==> config.mk <==
export PLATFORM = sky130hd
export DESIGN_NAME = zxKeyboard
export DESIGN_NICKNAME = d
export VERILOG_FILES = /design/src/rtl/ps2Pkg.sv /design/src/rtl/zxKeyPkg.sv /design/src/rtl/ps2Receiver.sv /design/src/rtl/zxKeyMatrix.sv /design/src/rtl/zxKeyboard.sv
export SDC_FILE = /design/constraint.sdc
export NUM_CORES = 1
export LEC_CHECK = 0
export ABC_AREA = 0
export BUFFER_PORTS_ARGS = -buffer_cell sky130_fd_sc_hd__buf_2
export CORE_ASPECT_RATIO = 1.25
export CORE_UTILIZATION = 30
export CTS_CLUSTER_SIZE = 8
export DETAILED_ROUTE_END_ITERATION = 10
export PLACE_DENSITY = 0.49
export SYNTH_ARGS = -nofsm -noshare
export SYNTH_HDL_FRONTEND = slang
export SYNTH_SLANG_ARGS = --single-unit
export TNS_END_PERCENT = 10
==> constraint.sdc <==
create_clock -name clk -period 2.46 [get_ports clk]
set_clock_uncertainty 0.1 [all_clocks]
set_input_delay 0.246 -clock clk [delete_from_list [all_inputs] [get_ports clk]]
set_output_delay 0.246 -clock clk [all_outputs]
set_load 0.02 [all_outputs]
==> src/rtl/ps2Pkg.sv <==
//======================================
// PS/2 protocol constants
// Frame layout, prefix bytes and receiver stall limit
//======================================
package ps2Pkg;

    //======================================
    // Frame layout
    //======================================
    // Start, 8 data, odd parity, stop
    localparam int Ps2FrameBits = 11;
    // Wide enough to count one frame
    localparam int Ps2CountBits = 4;

    //======================================
    // Prefix bytes
    //======================================
    // Extended key follows
    localparam logic [7:0] ScanExtended = 8'hE0;
    // Key release follows
    localparam logic [7:0] ScanBreak = 8'hF0;

    //======================================
    // Stall recovery
    //======================================
    localparam int Ps2StallBits = 20;
    // About 2 ms at 50 MHz, far above one PS/2 bit time
    localparam logic [Ps2StallBits-1:0] Ps2StallCycles = 20'd100000;

endpackage

==> src/rtl/zxKeyPkg.sv <==
//======================================
// Spectrum key matrix geometry
// Set 2 scan codes of every mapped key
//======================================
package zxKeyPkg;

    localparam int KeyRows = 8;                   // Half rows on A8..A15
    localparam int KeyCols = 5;                   // Bits D0..D4
    localparam int KeyRowBits = 3;                // Row index width
    localparam int KeyColBits = 3;                // Column index width

    typedef logic [KeyCols-1:0] keyRowT;          // Active low, 0 = pressed

    //======================================
    // Scan codes, grouped by Spectrum row
    //======================================
    localparam logic [7:0] ScanLeftShift = 8'h12;  // Row 0, caps shift
    localparam logic [7:0] ScanRightShift = 8'h59; // Row 0, caps shift
    localparam logic [7:0] ScanCtrl = 8'h14;       // Row 0, caps shift
    localparam logic [7:0] ScanZ = 8'h1A;
    localparam logic [7:0] ScanX = 8'h22;
    localparam logic [7:0] ScanC = 8'h21;
    localparam logic [7:0] ScanV = 8'h2A;
    localparam logic [7:0] ScanA = 8'h1C;          // Row 1
    localparam logic [7:0] ScanS = 8'h1B;
    localparam logic [7:0] ScanD = 8'h23;
    localparam logic [7:0] ScanF = 8'h2B;
    localparam logic [7:0] ScanG = 8'h34;
    localparam logic [7:0] ScanQ = 8'h15;          // Row 2
    localparam logic [7:0] ScanW = 8'h1D;
    localparam logic [7:0] ScanE = 8'h24;
    localparam logic [7:0] ScanR = 8'h2D;
    localparam logic [7:0] ScanT = 8'h2C;
    localparam logic [7:0] Scan1 = 8'h16;          // Row 3
    localparam logic [7:0] Scan2 = 8'h1E;
    localparam logic [7:0] Scan3 = 8'h26;
    localparam logic [7:0] Scan4 = 8'h25;
    localparam logic [7:0] Scan5 = 8'h2E;
    localparam logic [7:0] Scan0 = 8'h45;          // Row 4, right to left
    localparam logic [7:0] Scan9 = 8'h46;
    localparam logic [7:0] Scan8 = 8'h3E;
    localparam logic [7:0] Scan7 = 8'h3D;
    localparam logic [7:0] Scan6 = 8'h36;
    localparam logic [7:0] ScanP = 8'h4D;          // Row 5, right to left
    localparam logic [7:0] ScanO = 8'h44;
    localparam logic [7:0] ScanI = 8'h43;
    localparam logic [7:0] ScanU = 8'h3C;
    localparam logic [7:0] ScanY = 8'h35;
    localparam logic [7:0] ScanEnter = 8'h5A;      // Row 6, right to left
    localparam logic [7:0] ScanL = 8'h4B;
    localparam logic [7:0] ScanK = 8'h42;
    localparam logic [7:0] ScanJ = 8'h3B;
    localparam logic [7:0] ScanH = 8'h33;
    localparam logic [7:0] ScanSpace = 8'h29;      // Row 7, right to left
    localparam logic [7:0] ScanAlt = 8'h11;        // Symbol shift
    localparam logic [7:0] ScanM = 8'h3A;
    localparam logic [7:0] ScanN = 8'h31;
    localparam logic [7:0] ScanB = 8'h32;

endpackage

==> src/rtl/ps2Receiver.sv <==
//======================================
// PS/2 receiver
// Deserializes keyboard frames into scan codes, flags bad frames
//======================================
`timescale 1ns/1ps

module ps2Receiver import ps2Pkg::*; (
    input  logic       clk,
    input  logic       reset,          // Active low, async
    input  logic       ps2Clk,         // Keyboard clock, async to clk
    input  logic       ps2Data,        // Keyboard data, async to clk
    output logic [7:0] scanCode,       // Valid while scanCodeReady
    output logic       scanCodeReady,  // One clock per good frame
    output logic       scanCodeError   // One clock per bad frame
);

    //======================================
    // Line synchronizers
    //======================================
    logic ps2ClkMeta;
    logic ps2ClkSync;
    logic ps2ClkPrev;                  // For edge detect
    logic ps2DataMeta;
    logic ps2DataSync;
    logic fallEdge;

    always_ff @(posedge clk or negedge reset) begin
        if (!reset) begin
            ps2ClkMeta  <= 1'b1;       // Bus idles high
            ps2ClkSync  <= 1'b1;
            ps2ClkPrev  <= 1'b1;
            ps2DataMeta <= 1'b1;
            ps2DataSync <= 1'b1;
        end else begin
            ps2ClkMeta  <= ps2Clk;
            ps2ClkSync  <= ps2ClkMeta;
            ps2ClkPrev  <= ps2ClkSync;
            ps2DataMeta <= ps2Data;
            ps2DataSync <= ps2DataMeta;
        end
    end

    // Keyboard drives data on its falling clock edge
    assign fallEdge = ps2ClkPrev & ~ps2ClkSync;

    //======================================
    // Frame assembly
    //======================================
    logic [Ps2FrameBits-1:0] shiftReg;    // LSB first, start bit ends in bit 0
    logic [Ps2FrameBits-1:0] frameNext;   // Frame including the bit now sampled
    logic [Ps2CountBits-1:0] bitCount;
    logic                    lastBit;     // Stop bit arriving now
    logic                    frameGood;
    logic [Ps2StallBits-1:0] stallCount;
    logic                    stallTimeout;

    assign frameNext = {ps2DataSync, shiftReg[Ps2FrameBits-1:1]};
    assign lastBit   = fallEdge && (bitCount == Ps2CountBits'(Ps2FrameBits - 1));

    // Start low, stop high, odd parity over data plus parity
    assign frameGood = !frameNext[0]
                     && frameNext[Ps2FrameBits-1]
                     && (^frameNext[Ps2FrameBits-2:1]);

    always_ff @(posedge clk) begin
        if (fallEdge) begin
            shiftReg <= frameNext;                    // Payload, no reset
        end
        if (lastBit) begin
            scanCode <= frameNext[8:1];               // Data byte
        end
    end

    always_ff @(posedge clk or negedge reset) begin
        if (!reset) begin
            bitCount <= '0;
        end else if (lastBit) begin
            bitCount <= '0;                           // Frame done
        end else if (fallEdge) begin
            bitCount <= bitCount + 1'b1;
        end else if (stallTimeout) begin
            bitCount <= '0;                           // Drop partial frame
        end
    end

    //======================================
    // Result strobes
    //======================================
    always_ff @(posedge clk or negedge reset) begin
        if (!reset) begin
            scanCodeReady <= 1'b0;
            scanCodeError <= 1'b0;
        end else begin
            scanCodeReady <= lastBit && frameGood;    // Single cycle pulses
            scanCodeError <= lastBit && !frameGood;
        end
    end

    //======================================
    // Stall watchdog
    //======================================
    // Only runs while a frame is partly received
    assign stallTimeout = (stallCount == Ps2StallCycles);

    always_ff @(posedge clk or negedge reset) begin
        if (!reset) begin
            stallCount <= '0;
        end else if (fallEdge || (bitCount == '0)) begin
            stallCount <= '0;                         // Activity or idle
        end else if (!stallTimeout) begin
            stallCount <= stallCount + 1'b1;
        end else begin
            stallCount <= '0;                         // Counter cleared with frame
        end
    end

endmodule

==> src/rtl/zxKeyMatrix.sv <==
//======================================
// Spectrum key matrix
// Applies PS/2 make/break codes to the 8x5 matrix, answers IN (FE)
//======================================
`timescale 1ns/1ps

module zxKeyMatrix import ps2Pkg::*, zxKeyPkg::*; (
    input  logic        clk,
    input  logic        reset,          // Active low, async
    input  logic [15:0] addr,           // CPU address bus, A8..A15 select rows
    input  logic [7:0]  scanCode,
    input  logic        scanCodeReady,
    input  logic        scanCodeError,
    output keyRowT      keyRow          // Active low key bits
);

    keyRowT keys [KeyRows];             // Matrix state, 1 = up
    logic   released;                   // F0 seen
    logic   extended;                   // E0 seen

    //======================================
    // Scan code to matrix position
    //======================================
    logic                  keyHit;
    logic [KeyRowBits-1:0] keyRowSel;
    logic [KeyColBits-1:0] keyColSel;

    always_comb begin
        {keyHit, keyRowSel, keyColSel} = '0;
        if (extended) begin
            case (scanCode)
                ScanCtrl: {keyHit, keyRowSel, keyColSel} = {1'b1, 3'd0, 3'd0};  // Right Ctrl
                ScanAlt:  {keyHit, keyRowSel, keyColSel} = {1'b1, 3'd7, 3'd1};  // AltGr
                default:  ;                                        // Other E0 keys ignored
            endcase
        end else begin
            case (scanCode)
                ScanLeftShift:  {keyHit, keyRowSel, keyColSel} = {1'b1, 3'd0, 3'd0};
                ScanRightShift: {keyHit, keyRowSel, keyColSel} = {1'b1, 3'd0, 3'd0};
                ScanCtrl:       {keyHit, keyRowSel, keyColSel} = {1'b1, 3'd0, 3'd0};
                ScanZ:          {keyHit, keyRowSel, keyColSel} = {1'b1, 3'd0, 3'd1};
                ScanX:          {keyHit, keyRowSel, keyColSel} = {1'b1, 3'd0, 3'd2};
                ScanC:          {keyHit, keyRowSel, keyColSel} = {1'b1, 3'd0, 3'd3};
                ScanV:          {keyHit, keyRowSel, keyColSel} = {1'b1, 3'd0, 3'd4};
                ScanA:          {keyHit, keyRowSel, keyColSel} = {1'b1, 3'd1, 3'd0};
                ScanS:          {keyHit, keyRowSel, keyColSel} = {1'b1, 3'd1, 3'd1};
                ScanD:          {keyHit, keyRowSel, keyColSel} = {1'b1, 3'd1, 3'd2};
                ScanF:          {keyHit, keyRowSel, keyColSel} = {1'b1, 3'd1, 3'd3};
                ScanG:          {keyHit, keyRowSel, keyColSel} = {1'b1, 3'd1, 3'd4};
                ScanQ:          {keyHit, keyRowSel, keyColSel} = {1'b1, 3'd2, 3'd0};
                ScanW:          {keyHit, keyRowSel, keyColSel} = {1'b1, 3'd2, 3'd1};
                ScanE:          {keyHit, keyRowSel, keyColSel} = {1'b1, 3'd2, 3'd2};
                ScanR:          {keyHit, keyRowSel, keyColSel} = {1'b1, 3'd2, 3'd3};
                ScanT:          {keyHit, keyRowSel, keyColSel} = {1'b1, 3'd2, 3'd4};
                Scan1:          {keyHit, keyRowSel, keyColSel} = {1'b1, 3'd3, 3'd0};
                Scan2:          {keyHit, keyRowSel, keyColSel} = {1'b1, 3'd3, 3'd1};
                Scan3:          {keyHit, keyRowSel, keyColSel} = {1'b1, 3'd3, 3'd2};
                Scan4:          {keyHit, keyRowSel, keyColSel} = {1'b1, 3'd3, 3'd3};
                Scan5:          {keyHit, keyRowSel, keyColSel} = {1'b1, 3'd3, 3'd4};
                Scan0:          {keyHit, keyRowSel, keyColSel} = {1'b1, 3'd4, 3'd0};
                Scan9:          {keyHit, keyRowSel, keyColSel} = {1'b1, 3'd4, 3'd1};
                Scan8:          {keyHit, keyRowSel, keyColSel} = {1'b1, 3'd4, 3'd2};
                Scan7:          {keyHit, keyRowSel, keyColSel} = {1'b1, 3'd4, 3'd3};
                Scan6:          {keyHit, keyRowSel, keyColSel} = {1'b1, 3'd4, 3'd4};
                ScanP:          {keyHit, keyRowSel, keyColSel} = {1'b1, 3'd5, 3'd0};
                ScanO:          {keyHit, keyRowSel, keyColSel} = {1'b1, 3'd5, 3'd1};
                ScanI:          {keyHit, keyRowSel, keyColSel} = {1'b1, 3'd5, 3'd2};
                ScanU:          {keyHit, keyRowSel, keyColSel} = {1'b1, 3'd5, 3'd3};
                ScanY:          {keyHit, keyRowSel, keyColSel} = {1'b1, 3'd5, 3'd4};
                ScanEnter:      {keyHit, keyRowSel, keyColSel} = {1'b1, 3'd6, 3'd0};
                ScanL:          {keyHit, keyRowSel, keyColSel} = {1'b1, 3'd6, 3'd1};
                ScanK:          {keyHit, keyRowSel, keyColSel} = {1'b1, 3'd6, 3'd2};
                ScanJ:          {keyHit, keyRowSel, keyColSel} = {1'b1, 3'd6, 3'd3};
                ScanH:          {keyHit, keyRowSel, keyColSel} = {1'b1, 3'd6, 3'd4};
                ScanSpace:      {keyHit, keyRowSel, keyColSel} = {1'b1, 3'd7, 3'd0};
                ScanAlt:        {keyHit, keyRowSel, keyColSel} = {1'b1, 3'd7, 3'd1};
                ScanM:          {keyHit, keyRowSel, keyColSel} = {1'b1, 3'd7, 3'd2};
                ScanN:          {keyHit, keyRowSel, keyColSel} = {1'b1, 3'd7, 3'd3};
                ScanB:          {keyHit, keyRowSel, keyColSel} = {1'b1, 3'd7, 3'd4};
                default:        ;                                  // Unmapped, no change
            endcase
        end
    end

    //======================================
    // Prefix tracking and key state
    //======================================
    always_ff @(posedge clk or negedge reset) begin
        if (!reset) begin
            released <= 1'b0;
            extended <= 1'b0;
            for (int r = 0; r < KeyRows; r++) begin
                keys[r] <= '1;                     // All keys up
            end
        end else if (scanCodeError) begin
            released <= 1'b0;                      // Bad frame breaks the sequence
            extended <= 1'b0;
        end else if (scanCodeReady) begin
            if (scanCode == ScanExtended) begin
                extended <= 1'b1;
            end else if (scanCode == ScanBreak) begin
                released <= 1'b1;
            end else begin
                released <= 1'b0;                  // Sequence complete
                extended <= 1'b0;
                if (keyHit) begin
                    // Last event wins for aliased keys
                    keys[keyRowSel][keyColSel] <= released;
                end
            end
        end
    end

    //======================================
    // Row read for IN (FE)
    //======================================
    always_comb begin
        keyRow = '1;                               // Nothing selected
        for (int r = 0; r < KeyRows; r++) begin
            if (!addr[8 + r]) begin
                keyRow &= keys[r];                 // Selected rows wire-AND
            end
        end
    end

endmodule

==> src/rtl/zxKeyboard.sv <==
//======================================
// Spectrum keyboard subsystem
// PS/2 receiver feeding the key matrix
//======================================
`timescale 1ns/1ps

module zxKeyboard import zxKeyPkg::*; (
    input  logic        clk,
    input  logic        reset,          // Active low, async
    input  logic        ps2Clk,         // From keyboard connector
    input  logic        ps2Data,
    input  logic [15:0] addr,           // CPU address during IN (FE)
    output keyRowT      keyRow          // Key bits D0..D4
);

    logic [7:0] scanCode;
    logic       scanCodeReady;
    logic       scanCodeError;

    // Serial frames to scan code strobes
    ps2Receiver u_rx (
        .clk           (clk),
        .reset         (reset),
        .ps2Clk        (ps2Clk),
        .ps2Data       (ps2Data),
        .scanCode      (scanCode),
        .scanCodeReady (scanCodeReady),
        .scanCodeError (scanCodeError)
    );

    // Scan codes to matrix, matrix to data bus
    zxKeyMatrix u_matrix (
        .clk           (clk),
        .reset         (reset),
        .addr          (addr),
        .scanCode      (scanCode),
        .scanCodeReady (scanCodeReady),
        .scanCodeError (scanCodeError),
        .keyRow        (keyRow)
    );

endmodule

==> metrics.cfg, run 1 <==
[timing]
fmax_ghz = 0.394
period_minus_slack_ps = 2540
worst_pin_slew_ps = 1130
period_share = 1.03
maxSlewHeadroom = 0.250
whs_ps = 257
setup_viol = 26
hold_violations = 0
rsz0062_at_grt = yes
tns_ps = -1180
setup_ws_ps = -79.0
slew_violations = 0

[detailed_routing]
drc_errors = 0
drtPass1Iterations = 4
postRouteAntennaNets = 0
wl_per_cell_um = 15.4
drt_iter0_markers = 148
post_drt_via_cell_ratio = 4.97
vias = 3751
wl_um = 11600

[power_and_ir_drop]
switchingPower_w = 0.000801
p_int_w = 0.00249
vdd.ir_drop.worst_mv = 0.397
p_per_area_nw_per_um2 = 515
p_sw_frac = 0.243
seqPwrFrac = 0.502
combPwrFrac = 0.080
total_leakage_power_nw = 2.59
clkPwrFrac = 0.418

[clock_tree]
htreeDepth = 3
clockRootBuffer = clkbuf_16
path_clk_slew_ps = 70
insertion_delay_ps = 340
clock_path_buffers = 2
cts_tree = built
numCtsBuffers = 9
clock-sinks = 91

[yosys]
syn_area_um2 = 4980
yosys_register_bits = 91
yosysTopAreaCell = dfstp_2
yosysSeqAreaShare = 0.487
syn_area_per_cell_um2 = 11.0
synth_edf_count = 18
synth.area.top_cells = dfstp_2, dfrtp_1, edfxtp_1
syn_inst = 451
synth_top_area_frac = 0.237
ys.flop_type = dfstp_2
synth_cell_types = 71
synthArstFlopShare = 0.802
synth_fp_nets = 476
ys_warn_count = 0

[place]
dpl_cell_area_um2 = 5730
gp_congestion = 0.832
place_hpwl_um = 8250
port_buffers = 16

[layout]
final_layout_size_suffix_gt1_frac = 0.423
fillers = 1543
finalInstanceArea_um2 = 6390
area_delta_synth_final_pct = 28.3
multiInputGateArea_um2 = 2580
n_antenna_cell = 0
nets = 559
layout.area.seq_um2 = 2420

[worst_setup_path]
endpoint = u_matrix.keys[16]$_DFFE_PN1P_
cp_data_required_time_ps = 2630
r2r-end = u_matrix.keys[16]$_DFFE_PN1P_
r2r_slack_ps = -80
path_max_fanout = 11
critPathLaunchType = register
crit_start = u_rx.scanCode[1]$_DFFE_PP_
endpoint_kind = register
critPathArrivalTime_ps = 2710
r2r_cells = 11
timing.rr.start = u_rx.scanCode[1]$_DFFE_PP_
path_class = register to register

[global_route]
use_met3 = 0.0286
grt-busiest-layer = met2
grt_overflow_total = 0
grt_antenna_before_repair = 0
grt_pass1_vias = 3880
met1_usage = 0.184
grt_max_degree = 54
grtUsageMet2 = 0.250
grt_pass1_wl_um = 19600
grt_use_total = 0.147

[floorplanning]
die_y_um = 146
ios = 25
num_rows = 52
start_util = 0.307
die_w_um = 117
dieArea_um2 = 17100
coreArea_um2 = 16200

[job]
drv_cap = 0

[hold_path]
worstHoldStart = u_rx.ps2DataMeta$_DFF_PN1_
hp-class = register to register

[outcome]
violations = setup timing
status = finished, violations left

-- per-stage QoR --
step | std cells | setup WS [ps] | total power [W] | utilization
6_report | 755 | -79.0 | 0.00329 | 0.394
5_1_grt | 755 | -196 | 0.00343 | 0.394
4_1_cts | 752 | -105 | 0.00333 | 0.388
3_5_place_dp | 724 | -299 | 0.00194 | 0.353
3_3_place_gp | 724 | -257 | 0.00193 | 0.353
2_1_floorplan | 451 | 7.90 | 0.00182 | -
-- worst min-delay path by stage --
stage | endpoint | cells after the start
global placement | u_rx.stallCount[10]$_DFF_PN0_ | 1
finish | u_rx.ps2DataSync$_DFF_PN1_ | 0
floorplan | u_matrix.extended$_DFFE_PN0P_ | 0
global route | u_rx.ps2ClkSync$_DFF_PN1_ | 0
detailed placement | u_rx.stallCount[5]$_DFF_PN0_ | 1
CTS | u_rx.ps2DataSync$_DFF_PN1_ | 0
-- power by group through the flow --
stage | clock network (W) | registers [W] | logic [W]
floorplan | 0 | 0.00166 | 0.000155
global placement | 0 | 0.00167 | 0.000252
detailed placement | 0 | 0.00168 | 0.000261
CTS | 0.00141 | 0.00165 | 0.000270
global route | 0.00147 | 0.00166 | 0.000301
finish | 0.00137 | 0.00165 | 0.000265
-- placed cells by master (no fill, tap or decap), types with 4 or more instances in the layout --
cell type and instances:
edfxtp_1 18, o22ai_1 20, nand2_2 9, nor2_1 37, buf_2 16, nor4b_4 4
xor2_1 13, nand2_1 45, clkbuf_16 9, nand4_1 8, mux2_4 9, nand3_1 11
inv_1 15, buf_12 5, buf_4 60, a32o_1 4, nor2b_1 5, nor2_2 5
ha_1 5, o21ai_0 7, nor4_1 10, buf_6 9, dfstp_2 45, mux2_1 13
xnor2_1 16, dfrtp_1 28, mux2_2 18
-- cell families after synthesis --
kind of cell | after synthesis | synth area share
AND/OR/NAND/NOR | 178 | 0.209
adder cells (fa/ha/maj) | 5 | 0.0126
XOR/XNOR | 29 | 0.0510
AO/OA/AOI/OAI | 70 | 0.111
flip-flops | 91 | 0.487
buffers and inverters | 36 | 0.0352
multiplexers | 42 | 0.0952
-- synthesized netlist by cell type (all sizes together), types with 7 or more instances --
cell / instances
nand2: 54
dfstp: 45
nor2: 43
mux2: 40
dfrtp: 28
o22ai: 21
edfxtp: 18
xnor2: 16
buf: 15
inv: 15
xor2: 13
nand3: 11
nor4: 10
o21ai: 10
nand4: 8
nor2b: 8
a31oi: 7
nor4b: 7
-- area by class of cell --
class                      count  area share
multi-input combinational    324       0.405
clock inverter                 6     0.00999
inverter                      15     0.00881
sequential                    91       0.379
timing repair buffer          93       0.119
clock buffer                  10      0.0358
tap                          216      0.0423
-- registers in the layout, indices dropped and copies added (netlist names) --
name,count
u_rx.ps2DataSync,1
u_rx.scanCodeReady,1
u_matrix.released,1
u_matrix.keys,40
u_matrix.extended,1
u_rx.ps2ClkMeta,1
u_rx.stallCount,20
u_rx.ps2ClkPrev,1
u_rx.shiftReg,10
u_rx.ps2ClkSync,1
u_rx.ps2DataMeta,1
u_rx.scanCodeError,1
u_rx.scanCode,8
u_rx.bitCount,4
-- critical path, stage by stage (launching register included) --
cell and delay (ps):
edfxtp_1 380, buf_6 160, buf_4 130, and4bb_2 220
nand2_1 60, nand4_1 170, a211oi_4 360, buf_4 180
and3b_1 170, buf_6 150, nand2_2 60, mux2_4 300
-- metal layers --
layer	wire, um	part of all wire	vias up
met1	5030	0.43	1861
met5	0	0	-
met2	6070	0.52	66
li1	-	-	1804
met4	216	0.019	0
met3	318	0.027	20
-- repair_timing --
action / 4_1_cts / 5_1_grt
endpoints found under the setup margin: 40 / 40
buffers inserted: 9 / 3
pin swaps: 22 / 6
hold buffers: 3 / 0
gates resized for setup: 37 / 19
hold endpoints to repair: 17 / 0
No activity file was read; power rests on OpenSTA's default activity.
==> inputs of run 2 (changes only) <==
MAX_ROUTING_LAYER = met4   (was unset)
==> metrics.cfg, run 2 (synthesis results as in run 1) <==
[outcome]
status = finished, violations left
violations = setup timing

[clock_tree]
cts_tree = built
htreeDepth = 3  ; unchanged
clock-sinks = 91  ; unchanged
clock_path_buffers = 2  ; unchanged
insertion_delay_ps = 340  ; about the same
numCtsBuffers = 9  ; unchanged
clockRootBuffer = clkbuf_16
path_clk_slew_ps = 70  ; about the same

[worst_setup_path]
r2r_slack_ps = -80  ; about the same
r2r-end = u_matrix.keys[16]$_DFFE_PN1P_
r2r_cells = 11  ; unchanged
critPathLaunchType = register
timing.rr.start = u_rx.scanCode[1]$_DFFE_PP_
crit_start = u_rx.scanCode[1]$_DFFE_PP_
critPathArrivalTime_ps = 2710  ; about the same
path_max_fanout = 11  ; unchanged
endpoint = u_matrix.keys[16]$_DFFE_PN1P_
endpoint_kind = register
path_class = register to register
cp_data_required_time_ps = 2630  ; about the same

[timing]
fmax_ghz = 0.394  ; about the same
maxSlewHeadroom = 0.241  ; -0.00906
rsz0062_at_grt = yes
setup_viol = 26  ; unchanged
period_minus_slack_ps = 2540  ; +1.11 ps
period_share = 1.03  ; about the same
hold_violations = 0  ; unchanged
setup_ws_ps = -80.1  ; -1.11 ps
worst_pin_slew_ps = 1140  ; +13.6 ps
slew_violations = 0  ; unchanged

[layout]
largest_reg_flops = 40  ; unchanged
top_regs = u_matrix.keys (40), u_rx.stallCount (20), u_rx.shiftReg (10)
post-route-util = 0.394  ; unchanged
area_delta_synth_final_pct = 28.3  ; unchanged
top_register = u_matrix.keys
nets = 559  ; unchanged
n_antenna_cell = 0  ; unchanged
fillers = 1543  ; unchanged
final_layout_size_suffix_gt1_frac = 0.423  ; unchanged
final_cell_mix = buf_4, nand2_1, dfstp_2
layout_commonest_cell = buf_4

[detailed_routing]
drt_iter0_markers = 137  ; -7.4%
vias = 3741  ; -0.27%
post_drt_via_cell_ratio = 4.95  ; -0.27%
drtPass1Iterations = 4  ; unchanged
drc_errors = 0  ; unchanged
postRouteAntennaNets = 0  ; unchanged
wl_um = 11600  ; about the same
wl_per_cell_um = 15.4  ; about the same

[power_and_ir_drop]
total_leakage_power_nw = 2.59  ; unchanged
vdd.ir_drop.worst_mv = 0.397  ; about the same
p_per_area_nw_per_um2 = 515  ; about the same

[floorplanning]
coreArea_um2 = 16200  ; unchanged
die_y_um = 146  ; unchanged
ios = 25  ; unchanged
dieArea_um2 = 17100  ; unchanged
start_util = 0.307  ; unchanged
die_w_um = 117  ; unchanged
num_rows = 52  ; unchanged

[global_route]
grt_antenna_before_repair = 0  ; unchanged
grt_overflow_total = 0  ; unchanged
grt_use_total = 0.151  ; +0.00435
grt_pass1_wl_um = 19600  ; about the same
grt_pass1_vias = 3880  ; unchanged
grt_max_degree = 54  ; unchanged

[place]
place_hpwl_um = 8250  ; unchanged
port_buffers = 16  ; unchanged
gp_congestion = 0.845  ; +1.5%
place_ws_ps = -299  ; unchanged

[hold_path]
worstHoldStart = u_rx.ps2DataMeta$_DFF_PN1_
hp-class = register to register

[job]
drv_cap = 0  ; unchanged

run 2: cell counts in the layout (fill, tap and decap cells not counted):
Identical to the previous run, type by type.
run 2: layout make-up:
type                            instances  area (um^2)  area share
Timing Repair Buffer                   93          762       0.119
Clock buffer                           10          229      0.0358
Clock inverter                          6         63.8     0.00999
Inverter                               15         56.3     0.00881
Multi-Input combinational cell        324         2580       0.405
Tap cell                              216          270      0.0423
Sequential cell                        91         2420       0.379
run 2: critical path, stage by stage (launching register included):
cell and delay, ps:
edfxtp_1 380, buf_6 160, buf_4 130, and4bb_2 220, nand2_1 60, nand4_1 180
a211oi_4 360, buf_4 180, and3b_1 170, buf_6 150, nand2_2 60, mux2_4 300
run 2: per-layer routing:
metal | GRT usage | routed length, um | vias up
met5 | - | 0 | -
met4 | 0.0500 | 227 | 0
met3 | 0.0286 | 328 | 23
met2 | 0.250 | 6010 | 61
met1 | 0.184 | 5050 | 1850
li1 | - | - | 1807
run 2: worst min-delay path by stage:
stage	cells after the start	slack (ps)	end
floorplan	0	-150	u_matrix.extended$_DFFE_PN0P_
global placement	1	150	u_rx.stallCount[10]$_DFF_PN0_
detailed placement	1	150	u_rx.stallCount[5]$_DFF_PN0_
CTS	0	260	u_rx.ps2DataSync$_DFF_PN1_
global route	0	260	u_rx.ps2ClkSync$_DFF_PN1_
finish	0	260	u_rx.ps2DataSync$_DFF_PN1_
run 2: where the power goes:
| part | switching (W) | leakage [nW] | internal (W) | total [W] |
|---|---|---|---|---|
| registers | 0.0000592 | 1.02 | 0.00159 | 0.00165 |
| clock network | 0.000585 | 0.147 | 0.000791 | 0.00138 |
| logic | 0.000157 | 1.43 | 0.000107 | 0.000264 |
run 2: timing repair:
item                                    4_1_cts  5_1_grt
endpoints found under the hold margin        17        0
hold buffers                                  3        0
gates resized for setup                      37       19
buffers inserted                              9        3
pin swaps                                    22        6
endpoints found under the setup margin       40       40
cloned                                        0        0
run 2: per-stage QoR:
stage / hold slack (ps) / setup TNS (ps) / power, W / instances / cell area, um^2
floorplan: -150 / 0 / 0.00182 / 451 / 4980
global placement: 150 / -6590 / 0.00193 / 724 / 5730
detailed placement: 151 / -7360 / 0.00194 / 724 / 5730
CTS: 258 / -1860 / 0.00333 / 752 / 6290
global route: 263 / -5510 / 0.00343 / 755 / 6390
finish: 257 / -1100 / 0.00329 / 755 / 6390
==> inputs of run 3 (changes only) <==
ABC_AREA = 1   (was 0)
==> metrics.cfg, run 3 <==
[worst_setup_path]
crit_start = u_rx.scanCode[1]$_DFFE_PP_
endpoint_kind = register
slowest_delay_ps = 460  ; +80 ps
cp_data_required_time_ps = 2630  ; about the same
r2r-end = u_matrix.keys[23]$_DFFE_PN1P_
crit_buf_inv = 2  ; -2
r2r_cells = 13  ; +2
path_class = register to register
path_depth = 13  ; +2
crit_top_cell = nand2_1
path_max_fanout = 6  ; -5
critPathLaunchType = register
slowest_stage = edfxtp_1
endpoint = u_matrix.keys[23]$_DFFE_PN1P_
critPathArrivalTime_ps = 2520  ; -190 ps
worstPathCellList = inv_2, nand2_2, nor2_2, nand2_1, nand2_1, inv_1, nand2_1, nor2_2, nand2_2, nand3_4, nor2_4, nand3_1, o21ai_1
r2r_slack_ps = 110  ; +200 ps
timing.rr.start = u_rx.scanCode[1]$_DFFE_PP_
path_delay_family = simple AND/OR/NAND/NOR gates

[yosys]
syn_inst = 683  ; +51%
ys.flop_type = dfstp_2
syn_area_um2 = 5410  ; +8.7%
yosysSeqAreaShare = 0.448  ; -0.0388
synth_cell_types = 41  ; -42%
ys_warn_count = 0  ; unchanged
synth_fp_nets = 708  ; +49%
yosysTopAreaCell = dfstp_2
syn_area_per_cell_um2 = 7.92  ; -28%
yosys_register_bits = 91  ; unchanged
synthArstFlopShare = 0.802  ; unchanged
synth.area.top_cells = dfstp_2, nand2_1, dfrtp_1
post-synth-top-count-cell = nand2_1
synth_edf_count = 18  ; unchanged
netlist_top_cells_count = nand2_1, nor2_1, nand3_1
synth_top_area_frac = 0.219  ; -0.0189

[hold_path]
worstHoldStart = u_rx.ps2DataMeta$_DFF_PN1_
hp-class = register to register

[timing]
slew_violations = 0  ; unchanged
fmax_ghz = 0.426  ; +8.3%
tns_ps = 0  ; +1100 ps
hold_violations = 0  ; unchanged
rsz0062_at_grt = yes
period_share = 0.953  ; -0.0793
setup_viol = 0  ; -100%
maxSlewHeadroom = 0.375  ; +0.134
period_minus_slack_ps = 2350  ; -195 ps
setup_ws_ps = 115  ; +195 ps
whs_ps = 250  ; -6.46 ps
worst_pin_slew_ps = 938  ; -201 ps

[layout]
layout_commonest_cell = nand2_1
n_antenna_cell = 0  ; unchanged
top_register = u_matrix.keys
nets = 752  ; +35%
final_layout_size_suffix_gt1_frac = 0.250  ; -0.173
area_delta_synth_final_pct = 17.6
fin_cells = 956  ; +27%
post-route-util = 0.362  ; -0.0323
top_regs = u_matrix.keys (40), u_rx.stallCount (20), u_rx.shiftReg (10)
final_cell_mix = nand2_1, nand3_1, nor2_1
largest_reg_flops = 40  ; unchanged

[floorplanning]
ios = 25  ; unchanged
start_util = 0.308  ; +0.000671
die_y_um = 152  ; +4.2%
num_rows = 54  ; +3.8%
coreArea_um2 = 17600  ; +8.4%
dieArea_um2 = 18600  ; +8.5%
die_w_um = 122  ; +4.2%

[power_and_ir_drop]
total_leakage_power_nw = 2.68  ; +3.4%
p_sw_frac = 0.256  ; +0.0123
combPwrFrac = 0.106  ; +0.026
p_per_area_nw_per_um2 = 532  ; +3.2%
seqPwrFrac = 0.489  ; -0.013
clkPwrFrac = 0.405  ; -0.013
p_int_w = 0.00252  ; +1.1%
vdd.ir_drop.worst_mv = 0.363  ; -8.6%
switchingPower_w = 0.000864  ; +7.9%

[detailed_routing]
wl_per_cell_um = 14.9  ; -3.1%
drc_errors = 0  ; unchanged
vias = 4774  ; +28%
postRouteAntennaNets = 0  ; unchanged
wl_um = 14300  ; +23%
post_drt_via_cell_ratio = 4.99  ; +0.78%
drt_iter0_markers = 345  ; +150%
drtPass1Iterations = 5  ; +1

[place]
gp_congestion = 0.886  ; +4.9%
dp_cells = 926  ; +28%
place_ws_ps = 105  ; +404 ps
place_hpwl_um = 10300  ; +25%
port_buffers = 16  ; unchanged

[clock_tree]
htreeDepth = 3  ; unchanged
cts_tree = built
clockRootBuffer = clkbuf_16
clock-sinks = 91  ; unchanged
insertion_delay_ps = 340  ; about the same
clock_path_buffers = 2  ; unchanged
numCtsBuffers = 9  ; unchanged
path_clk_slew_ps = 60  ; about the same

[global_route]
grt_antenna_before_repair = 0  ; unchanged
grt_max_degree = 74  ; +37%
grt_use_total = 0.164  ; +0.0125
grt_pass1_wl_um = 23400  ; +19%
grt_pass1_vias = 4713  ; +21%
grt_overflow_total = 0  ; unchanged

[outcome]
status = complete, no violations

[job]
drv_cap = 0  ; unchanged

run 3: changes by cell type after synthesis, sizes merged, moves of 10 or more:
cell | before | now
nor3 | 3 | 13
nand4 | 8 | 34
mux2 | 40 | 0
nor2 | 43 | 97
nand2 | 54 | 211
o21ai | 10 | 28
nand3 | 11 | 66
inv | 15 | 56
run 3: worst min-delay path by stage:
stage	to	slack (ps)	cells after the start
after floorplan	u_matrix.extended$_DFFE_PN0P_	-150	0
after global placement	u_rx.ps2DataSync$_DFF_PN1_	250	0
after detailed placement	u_rx.ps2ClkSync$_DFF_PN1_	250	0
after CTS	u_rx.ps2DataSync$_DFF_PN1_	260	0
after global routing	u_rx.ps2ClkSync$_DFF_PN1_	260	0
final	u_rx.ps2DataSync$_DFF_PN1_	250	0
run 3: metal layers:
metal / vias up / share of wire / track usage
li1: 2388 / - / -
met1: 2271 / 0.45 / 0.205
met2: 89 / 0.49 / 0.263
met3: 26 / 0.033 / 0.0251
met4: 0 / 0.028 / 0.0639
met5: - / 0 / -
run 3: area by class of cell:
cell class                      count  area [um^2]
Sequential cell                    91         2420
Tap cell                          224          280
Inverter                           56          213
Timing Repair Buffer               42          345
Fill cell                        1855        11200
Multi-Input combinational cell    527         2810
Clock buffer                        9          225
Clock inverter                      7         67.6
run 3: logic make-up (layout without fill, tap and decap cells):
family,Yosys count,count (layout),share of synthesized area
AOI/OAI and AO/OA,66,66,0.0715
xor gates and xnor gates,15,15,0.0243
adders and majority gates,5,5,0.0116
buffers and inverters,69,114,0.0560
DFF,91,91,0.448
and+or+nand+nor,437,441,0.389
run 3: per-stage QoR:
step,instance area [um^2],total power [W]
finish,6360,0.00338
floorplan,5410,0.00190
CTS,6160,0.00342
global placement,5840,0.00202
global route,6360,0.00355
detailed placement,5840,0.00203
run 3: what timing repair did:
item,4_1_cts,5_1_grt
setup endpoints to repair,0,42
resized for setup,0,30
hold buffers,3,0
hold endpoints to repair,30,0
buffers inserted,0,7
run 3: power groups by stage:
stage | clock [W] | sequential (W) | combinational [W]
after floorplan | 0 | 0.00167 | 0.000233
after global placement | 0 | 0.00168 | 0.000345
after detailed placement | 0 | 0.00168 | 0.000353
after CTS | 0.00141 | 0.00165 | 0.000359
after global routing | 0.00147 | 0.00166 | 0.000419
final | 0.00137 | 0.00165 | 0.000359
